===== config.mk =====
export PLATFORM = sky130hd
export DESIGN_NAME = loader_top
export DESIGN_NICKNAME = d
export VERILOG_FILES = /design/src/logic/loader_pkg.sv /design/src/logic/download_packer.sv /design/src/logic/ram_write_mux.sv /design/src/logic/media_tracker.sv /design/src/logic/loader_top.sv
export VERILOG_INCLUDE_DIRS = /design/src /design/src/logic
export SDC_FILE = /design/constraint.sdc
export NUM_CORES = 1
export LEC_CHECK = 0
export BUFFER_PORTS_ARGS = -buffer_cell sky130_fd_sc_hd__buf_2
export CORE_UTILIZATION = 23
export CTS_CLUSTER_DIAMETER = 40
export DETAILED_ROUTE_END_ITERATION = 10
export PLACE_DENSITY_LB_ADDON = 0.08
export SLEW_MARGIN = 40
export SYNTH_ARGS = -nofsm -noshare
export SYNTH_HDL_FRONTEND = slang
export SYNTH_SLANG_ARGS = --single-unit
export TNS_END_PERCENT = 50

===== constraint.sdc =====
create_clock -name clk_1x -period 5.55 [get_ports clk_1x]
set_clock_uncertainty 0.15 [all_clocks]
set_input_delay 1.11 -clock clk_1x [delete_from_list [all_inputs] [get_ports clk_1x]]
set_output_delay 1.11 -clock clk_1x [all_outputs]
set_load 0.02 [all_outputs]

===== src/logic/loader_cfg.svh =====
// Media loader configuration
// Widths, RAM map, download index codes and mount slot numbers
`ifndef LOADER_CFG_SVH
`define LOADER_CFG_SVH

// ==============================
// Widths
// ==============================
`define LOADER_ADDR_W      27
`define LOADER_HALF_W      16
`define LOADER_WORD_W      32
`define LOADER_BE_W        4
`define LOADER_INDEX_W     8
`define LOADER_CD_SIZE_W   30
`define LOADER_IMG_SIZE_W  64
`define LOADER_SLOT_N      4

// ==============================
// RAM map
// ==============================
`define LOADER_BIOS_BASE   2097152
`define LOADER_EXE_BASE    4194304
`define LOADER_CD_BASE     0

// Host download index codes, CD only looks at the low 6 bits
`define LOADER_IDX_BIOS    8'd0
`define LOADER_IDX_EXE     8'd1
`define LOADER_IDX_CD      6'd2

// Mount slots
`define LOADER_SLOT_CD     1
`define LOADER_SLOT_CARD1  2
`define LOADER_SLOT_CARD2  3

`endif


===== src/logic/loader_pkg.sv =====
// Media loader types
// Download kind, host beat, RAM write and mount status records
`include "loader_cfg.svh"

package loader_pkg;

	// ==============================
	// Download classification
	// ==============================
	typedef enum logic [1:0] {
		dl_none = 2'd0,
		dl_bios = 2'd1,
		dl_exe  = 2'd2,
		dl_cd   = 2'd3
	} dl_kind_e;

	// ==============================
	// Write paths
	// ==============================

	// One 16-bit beat from the host
	typedef struct packed {
		logic [`LOADER_ADDR_W-1:0] addr;
		logic [`LOADER_HALF_W-1:0] data;
	} dl_word_t;

	// One 32-bit write towards the RAM
	typedef struct packed {
		logic [`LOADER_ADDR_W-1:0] addr;
		logic [`LOADER_WORD_W-1:0] data;
		logic [`LOADER_BE_W-1:0]   be;
	} ram_wr_t;

	// ==============================
	// Media state
	// ==============================

	// cd_from_sd low means the image came through a host download
	typedef struct packed {
		logic                         has_cd;
		logic                         cd_from_sd;
		logic [`LOADER_CD_SIZE_W-1:0] cd_size;
		logic                         card1_present;
		logic                         card2_present;
	} media_status_t;

	// Levels from the menu
	typedef struct packed {
		logic load_req;
		logic save_req;
		logic autosave;
		logic osd_open;
	} media_req_t;

endpackage


===== src/logic/download_packer.sv =====
// Host download packer
// Classifies the download, joins 16-bit beats into 32-bit RAM writes
// and holds the host until the RAM has taken each write
`timescale 1ns/1ps
`include "loader_cfg.svh"

module download_packer (
	input  logic                         clk_1x,
	input  logic                         arst_n,
	input  logic                         dl_active,
	input  logic [`LOADER_INDEX_W-1:0]   dl_index,
	input  logic                         dl_wr,
	input  loader_pkg::dl_word_t         dl_beat,
	input  logic                         dl_wr_ack,
	output logic                         dl_wait,
	output logic                         dl_owner,
	output logic                         pack_req,
	output loader_pkg::ram_wr_t          pack_wr,
	output logic                         exe_loaded,
	output logic                         cd_dl_done,
	output logic [`LOADER_CD_SIZE_W-1:0] cd_dl_size
);
	import loader_pkg::*;

	dl_kind_e                  dl_kind;
	dl_kind_e                  kind_d;
	dl_kind_e                  kind_next;
	logic [`LOADER_ADDR_W-1:0] pend_addr;
	logic [`LOADER_HALF_W-1:0] pend_low;
	logic [`LOADER_ADDR_W-1:0] last_addr;
	logic                      lower_beat;
	logic                      upper_beat;
	logic                      exe_end;
	logic                      cd_end;

	// RAM offset of each download kind
	function automatic logic [`LOADER_ADDR_W-1:0] kind_base(input dl_kind_e kind);
		case (kind)
			dl_bios: return `LOADER_ADDR_W'(`LOADER_BIOS_BASE);
			dl_exe:  return `LOADER_ADDR_W'(`LOADER_EXE_BASE);
			default: return `LOADER_ADDR_W'(`LOADER_CD_BASE);
		endcase
	endfunction

	// ==============================
	// Classification
	// ==============================
	always_comb begin
		kind_next = dl_none;
		if (dl_active) begin
			if (dl_index == `LOADER_IDX_BIOS)
				kind_next = dl_bios;
			else if (dl_index == `LOADER_IDX_EXE)
				kind_next = dl_exe;
			else if (dl_index[5:0] == `LOADER_IDX_CD)
				kind_next = dl_cd;
		end
	end

	assign dl_owner   = (dl_kind != dl_none);
	assign lower_beat = dl_wr && dl_owner && !dl_beat.addr[1];
	assign upper_beat = dl_wr && dl_owner && dl_beat.addr[1];

	// Falling edge of each download kind
	assign exe_end = (kind_d == dl_exe) && (dl_kind != dl_exe);
	assign cd_end  = (kind_d == dl_cd) && (dl_kind != dl_cd);

	// ==============================
	// Control
	// ==============================
	always_ff @(posedge clk_1x or negedge arst_n) begin
		if (!arst_n) begin
			dl_kind    <= dl_none;
			kind_d     <= dl_none;
			dl_wait    <= 1'b0;
			pack_req   <= 1'b0;
			exe_loaded <= 1'b0;
			cd_dl_done <= 1'b0;
		end else begin
			dl_kind    <= kind_next;
			kind_d     <= dl_kind;
			pack_req   <= upper_beat;
			exe_loaded <= exe_end;
			cd_dl_done <= cd_end;
			// Hold the host from the completed word until its acknowledge
			if (!dl_owner)
				dl_wait <= 1'b0;
			else if (upper_beat)
				dl_wait <= 1'b1;
			else if (dl_wr_ack)
				dl_wait <= 1'b0;
		end
	end

	// ==============================
	// Word assembly
	// ==============================
	always_ff @(posedge clk_1x) begin
		if (dl_wr && dl_owner)
			last_addr <= dl_beat.addr;
		if (lower_beat) begin
			pend_addr <= dl_beat.addr + kind_base(dl_kind);
			pend_low  <= dl_beat.data;
		end
		// Upper half completes the word, always a full 32-bit write
		if (upper_beat) begin
			pack_wr.addr <= pend_addr;
			pack_wr.data <= {dl_beat.data, pend_low};
			pack_wr.be   <= '1;
		end
		if (cd_end)
			cd_dl_size <= `LOADER_CD_SIZE_W'(last_addr);
	end

endmodule


===== src/logic/ram_write_mux.sv =====
// RAM write port arbiter
// Downloads own the port while active, the core gets it otherwise
`timescale 1ns/1ps

module ram_write_mux (
	input  logic                clk_1x,
	input  logic                arst_n,
	input  logic                dl_owner,
	input  logic                pack_req,
	input  loader_pkg::ram_wr_t pack_wr,
	input  logic                core_wr,
	input  loader_pkg::ram_wr_t core_req,
	input  logic                ram_wr_ack,
	output logic                ram_wr_req,
	output loader_pkg::ram_wr_t ram_wr,
	output logic                dl_wr_ack,
	output logic                core_wr_ack
);

	logic sel_req;

	// Core writes during a download are dropped here
	assign sel_req = dl_owner ? pack_req : core_wr;

	// ==============================
	// Strobes
	// ==============================
	always_ff @(posedge clk_1x or negedge arst_n) begin
		if (!arst_n) begin
			ram_wr_req  <= 1'b0;
			dl_wr_ack   <= 1'b0;
			core_wr_ack <= 1'b0;
		end else begin
			ram_wr_req <= sel_req;
			// Acknowledge goes to whoever owns the port when it arrives
			dl_wr_ack   <= ram_wr_ack & dl_owner;
			core_wr_ack <= ram_wr_ack & ~dl_owner;
		end
	end

	// ==============================
	// Write payload
	// ==============================
	always_ff @(posedge clk_1x) begin
		if (sel_req) begin
			if (dl_owner)
				ram_wr <= pack_wr;
			else
				ram_wr <= core_req;
		end
	end

endmodule


===== src/logic/media_tracker.sv =====
// Media mount tracker
// Keeps CD and memory card state, makes the card load and save strobes
`timescale 1ns/1ps
`include "loader_cfg.svh"

module media_tracker (
	input  logic                          clk_1x,
	input  logic                          arst_n,
	input  logic [`LOADER_SLOT_N-1:0]     img_mounted,
	input  logic [`LOADER_IMG_SIZE_W-1:0] img_size,
	input  logic                          cd_dl_done,
	input  logic [`LOADER_CD_SIZE_W-1:0]  cd_dl_size,
	input  loader_pkg::media_req_t        user_req,
	output loader_pkg::media_status_t     media,
	output logic                          card1_load,
	output logic                          card2_load,
	output logic                          card_save
);
	import loader_pkg::*;

	media_req_t req_q;
	logic       load_q;
	logic       save_q;
	logic       auto_q;
	logic       auto_save;
	logic       load_rise;
	logic       save_rise;
	logic       img_nonzero;
	logic       card1_mount;
	logic       card2_mount;

	assign img_nonzero = (img_size != '0);
	assign card1_mount = img_mounted[`LOADER_SLOT_CARD1] & img_nonzero;
	assign card2_mount = img_mounted[`LOADER_SLOT_CARD2] & img_nonzero;

	// Autosave fires when the menu opens
	assign auto_save = req_q.osd_open & req_q.autosave;
	assign load_rise = req_q.load_req & ~load_q;
	assign save_rise = (req_q.save_req & ~save_q) | (auto_save & ~auto_q);

	// ==============================
	// Mount state
	// ==============================
	always_ff @(posedge clk_1x or negedge arst_n) begin
		if (!arst_n) begin
			media <= '0;
		end else begin
			// Host download first, a mount in the same cycle wins
			if (cd_dl_done) begin
				media.has_cd     <= 1'b1;
				media.cd_from_sd <= 1'b0;
				media.cd_size    <= cd_dl_size;
			end
			if (img_mounted[`LOADER_SLOT_CD]) begin
				if (img_nonzero) begin
					media.has_cd     <= 1'b1;
					media.cd_from_sd <= 1'b1;
					media.cd_size    <= img_size[`LOADER_CD_SIZE_W-1:0];
				end else begin
					media.has_cd <= 1'b0;
				end
			end
			if (img_mounted[`LOADER_SLOT_CARD1])
				media.card1_present <= img_nonzero;
			if (img_mounted[`LOADER_SLOT_CARD2])
				media.card2_present <= img_nonzero;
		end
	end

	// ==============================
	// Load and save strobes
	// ==============================
	always_ff @(posedge clk_1x or negedge arst_n) begin
		if (!arst_n) begin
			req_q      <= '0;
			load_q     <= 1'b0;
			save_q     <= 1'b0;
			auto_q     <= 1'b0;
			card1_load <= 1'b0;
			card2_load <= 1'b0;
			card_save  <= 1'b0;
		end else begin
			// Menu levels are sampled once before edge detection
			req_q      <= user_req;
			load_q     <= req_q.load_req;
			save_q     <= req_q.save_req;
			auto_q     <= auto_save;
			card1_load <= card1_mount | load_rise;
			card2_load <= card2_mount | load_rise;
			card_save  <= save_rise;
		end
	end

endmodule


===== src/logic/loader_top.sv =====
// Media loader top level
// Download packing, RAM write arbitration and media bookkeeping
`timescale 1ns/1ps
`include "loader_cfg.svh"

module loader_top (
	input  logic                          clk_1x,
	input  logic                          arst_n,
	input  logic                          dl_active,
	input  logic [`LOADER_INDEX_W-1:0]    dl_index,
	input  logic                          dl_wr,
	input  loader_pkg::dl_word_t          dl_beat,
	input  logic                          core_wr,
	input  loader_pkg::ram_wr_t           core_req,
	input  logic [`LOADER_SLOT_N-1:0]     img_mounted,
	input  logic [`LOADER_IMG_SIZE_W-1:0] img_size,
	input  loader_pkg::media_req_t        user_req,
	input  logic                          ram_wr_ack,
	output logic                          ram_wr_req,
	output loader_pkg::ram_wr_t           ram_wr,
	output logic                          dl_wait,
	output logic                          core_wr_ack,
	output logic                          core_hold,
	output logic                          exe_loaded,
	output logic                          card1_load,
	output logic                          card2_load,
	output logic                          card_save,
	output loader_pkg::media_status_t     media
);
	import loader_pkg::*;

	ram_wr_t                      pack_wr;
	logic                         pack_req;
	logic                         dl_owner;
	logic                         dl_wr_ack;
	logic                         cd_dl_done;
	logic [`LOADER_CD_SIZE_W-1:0] cd_dl_size;

	// Core stays in reset for the whole download
	assign core_hold = dl_owner;

	download_packer download_packer_inst (
		.clk_1x     (clk_1x),
		.arst_n     (arst_n),
		.dl_active  (dl_active),
		.dl_index   (dl_index),
		.dl_wr      (dl_wr),
		.dl_beat    (dl_beat),
		.dl_wr_ack  (dl_wr_ack),
		.dl_wait    (dl_wait),
		.dl_owner   (dl_owner),
		.pack_req   (pack_req),
		.pack_wr    (pack_wr),
		.exe_loaded (exe_loaded),
		.cd_dl_done (cd_dl_done),
		.cd_dl_size (cd_dl_size)
	);

	ram_write_mux ram_write_mux_inst (
		.clk_1x      (clk_1x),
		.arst_n      (arst_n),
		.dl_owner    (dl_owner),
		.pack_req    (pack_req),
		.pack_wr     (pack_wr),
		.core_wr     (core_wr),
		.core_req    (core_req),
		.ram_wr_ack  (ram_wr_ack),
		.ram_wr_req  (ram_wr_req),
		.ram_wr      (ram_wr),
		.dl_wr_ack   (dl_wr_ack),
		.core_wr_ack (core_wr_ack)
	);

	media_tracker media_tracker_inst (
		.clk_1x      (clk_1x),
		.arst_n      (arst_n),
		.img_mounted (img_mounted),
		.img_size    (img_size),
		.cd_dl_done  (cd_dl_done),
		.cd_dl_size  (cd_dl_size),
		.user_req    (user_req),
		.media       (media),
		.card1_load  (card1_load),
		.card2_load  (card2_load),
		.card_save   (card_save)
	);

endmodule


==> impl_metrics.env <==
export IMPL_synth_xor_area_frac=0.00351
export IMPL_drt_iter0_drc=197
export IMPL_clkLatencyLatePin_ns=0.55
export IMPL_fillCellCount=4146
export IMPL_slew_headroom=0.462
export IMPL_synthTopCellsByArea="edfxtp_1 66%, dfrtp_1 14%, mux2_2 10%"
export IMPL_synth_flop_cell="edfxtp_1"
export IMPL_synth_most_common_cell="edfxtp_1"
export IMPL_synth_area_um2=9970
export IMPL_fp_coreArea_um2=42300
export IMPL_synth_common_cells="219 x edfxtp_1, 89 x mux2_2, 55 x dfrtp_1"
export IMPL_track_usage=0.122
export IMPL_rows=75
export IMPL_tns_ns=0
export IMPL_swShare=0.215
export IMPL_cellInternalPower_mw=4.47
export IMPL_cts_resized=0
export IMPL_place_gp_congestion=0.731
export IMPL_area_growth_pct=39.9
export IMPL_drive_above_1_share=0.592
export IMPL_rsz0062_at_grt="false"
export IMPL_fmax_mhz=273
export IMPL_antenna_left=0
export IMPL_power_density_nw_per_um2=408
export IMPL_top_usage_layer="met2"
export IMPL_diodes=0
export IMPL_synth_simple_area_share=0.0322
export IMPL_slew_viol_final=0
export IMPL_clkPwrFrac=0.538
export IMPL_synth_edf_count=219
export IMPL_synth_cell_types=30
export IMPL_cts_setup_buffers=0
export IMPL_wl_per_cell_um=18.5
export IMPL_routed_wl_um=26700
export IMPL_worst_slack_ns=1.89
export IMPL_yosysSeqAreaShare=0.797
export IMPL_synth_avg_cell_area_um2=20.6
export IMPL_place_ws_ns=1.17
export IMPL_final_hold_viol_count=0
export IMPL_crit_required_ns=5.83
export IMPL_max_cap_viol_count=0
export IMPL_synth_mux_area_fraction=0.143
export IMPL_synth_compound_area_frac=0.00602
export IMPL_p_switching_mw=1.23
export IMPL_synthArstFlopShare=0.201
export IMPL_reg2regPathDepth=3
export IMPL_cts_tree="yes"
export IMPL_end_kind="flip-flop"
export IMPL_pin_count=297
export IMPL_vias=5642
export IMPL_synth_adder_area_share=0.00452
export IMPL_tightest_slew_ns=0.799
export IMPL_cts_htree_levels=2
export IMPL_p_leak_nw=5.52
export IMPL_min_to="media_tracker_inst.save_q"
export IMPL_grt_overflow_total=0
export IMPL_hpwl_um=18200
export IMPL_synth_top_family_by_area="multiplexers"
export IMPL_ys_seq_elements=274
export IMPL_dieArea_um2=44200
export IMPL_yosys_warnings=0
export IMPL_met1_usage=0.144
export IMPL_synth_top_cell_area_share=0.659
export IMPL_period_needed_ns=3.66
export IMPL_pwr_share_comb=0.058
export IMPL_cts_buffer_depth=3
export IMPL_synth_top_area_cell="edfxtp_1"
export IMPL_hold_buffers=0
export IMPL_die_h_um=210
export IMPL_cts_num_sinks=274
export IMPL_status="complete, no violations"
export IMPL_path_clk_slew_ns=0.05
export IMPL_grt_util_met2=0.208
export IMPL_cp_arrival_ns=3.94
export IMPL_route_detailed_drc=0
export IMPL_min_from="media_tracker_inst.req_q[2]"
export IMPL_grtUsageMet3=0.0340
export IMPL_antenna_found_initial=2
export IMPL_final_cells=1442
export IMPL_dp_cells=1350
export IMPL_whs_path_depth=0
export IMPL_grt_max_degree=51
export IMPL_nets=1021
export IMPL_finalSetupViolations=0
export IMPL_die_w_um=210
export IMPL_syn_nets=679
export IMPL_cp_start_kind="input pin"
export IMPL_hold_path_class="flip-flop to flip-flop"
export IMPL_pwr_share_seq=0.404
export IMPL_root_buffer="clkbuf_16"
export IMPL_viasPerCell=3.91
export IMPL_netlist_instances=484
export IMPL_firstDrtPassIters=4
export IMPL_start_util=0.236
export IMPL_cts_buffers=50
export IMPL_grt_pass1_vias=6288
export IMPL_cp_max_fo=32
export IMPL_crit_type="input pin to flip-flop"
export IMPL_rr_startpoint="download_packer_inst.dl_kind[0]"
export IMPL_reg2reg_slack_ns=2.78
export IMPL_fin_crit_sh=0.660
export IMPL_rr_endpoint="ram_write_mux_inst.ram_wr[29]"
export IMPL_grt_pass1_wl_um=39700
export IMPL_io_buffers=295
export IMPL_ir_drop_uv=214
-- worst max-delay path: stages --
cell	delay [ns]
buf_2	0.11
nor4_1	0.70
nand4_1	0.33
nor4_2	0.53
nand2b_2	0.19
buf_4	0.55
mux2_2	0.40
-- how the worst max path moves through the flow --
stage / from / end / slack [ns]
after global placement: img_size[11] / media_tracker_inst.media[2] / 1.20
after detailed placement: img_size[11] / media_tracker_inst.media[2] / 1.17
after floorplan: dl_wr / download_packer_inst.pend_addr[0] / 1.10
after global routing: img_size[11] / media_tracker_inst.media[3] / 1.69
final: img_size[11] / media_tracker_inst.media[2] / 1.89
after CTS: img_size[11] / media_tracker_inst.media[2] / 1.78
-- registers in the layout, summed over array words and instances (netlist names), 2 cells and up --
name / cells
download_packer_inst.cd_dl_size: 27
download_packer_inst.dl_kind: 2
download_packer_inst.kind_d: 2
download_packer_inst.last_addr: 27
download_packer_inst.pack_wr: 59
download_packer_inst.pend_addr: 27
download_packer_inst.pend_low: 16
media_tracker_inst.media: 34
media_tracker_inst.req_q: 4
ram_write_mux_inst.ram_wr: 63
-- area by class of cell --
| cell class | instances | area [um^2] | share of cell area |
|---|---|---|---|
| timing repair buffer | 304 | 1590 | 0.114 |
| clock inverter | 27 | 312 | 0.0223 |
| inverter | 7 | 26.3 | 0.00188 |
| sequential | 274 | 7960 | 0.570 |
| multi-input combinational | 189 | 1920 | 0.138 |
| tap | 577 | 722 | 0.0518 |
| clock buffer | 64 | 1420 | 0.102 |
-- metrics by stage --
stage          instance area (um^2)   util  hold WS [ns]  power, mW
3_3_place_gp                  12100  0.287         0.211       2.67
5_1_grt                       13900  0.330         0.252       5.92
6_report                      13900  0.330         0.235       5.70
3_5_place_dp                  12200  0.288         0.224       2.68
2_1_floorplan                  9970      -         0.204       2.50
4_1_cts                       13900  0.329         0.234       5.81
-- cell families after synthesis --
logic type / count (synthesis)
multiplexers: 117
AND/OR/NAND/NOR: 54
XOR/XNOR: 4
flip-flops: 274
adder cells (fa/ha/maj): 3
AO/OA/AOI/OAI: 11
buffers and inverters: 21
-- layer usage --
metal / part of all wire / wire length, um
met1: 0.41 / 10900
met2: 0.51 / 13600
met3: 0.057 / 1530
met4: 0.027 / 725
met5: 0.0013 / 35
-- power groups by stage --
stage / sequential (mW) / combinational (mW) / clock, mW
CTS: 2.30 / 0.340 / 3.17
finish: 2.30 / 0.330 / 3.07
detailed placement: 2.34 / 0.339 / 0
global placement: 2.34 / 0.332 / 0
floorplan: 2.40 / 0.106 / 0
global route: 2.30 / 0.359 / 3.26
-- cells in the final DEF, fill, tap and decap left out, drive strengths merged --
| master | count |
|---|---|
| nor4 | 18 |
| o22ai | 1 |
| bufinv | 5 |
| fa | 1 |
| nor2 | 6 |
| ha | 2 |
| or3 | 4 |
| and3 | 2 |
| nand2b | 3 |
| nand2 | 3 |
| nor3 | 1 |
| nor2b | 7 |
| clkinvlp | 4 |
| nor3b | 1 |
| a31o | 1 |
| edfxtp | 219 |
| clkbuf | 64 |
| mux2 | 117 |
| nand4 | 4 |
| nand3b | 1 |
| a21oi | 5 |
| inv | 9 |
| buf | 304 |
| xor2 | 3 |
| xnor2 | 1 |
| o21ai | 4 |
| clkinv | 16 |
| dfrtp | 55 |
| nand3 | 1 |
| and2 | 3 |
No activity file was read; power rests on OpenSTA's default activity.
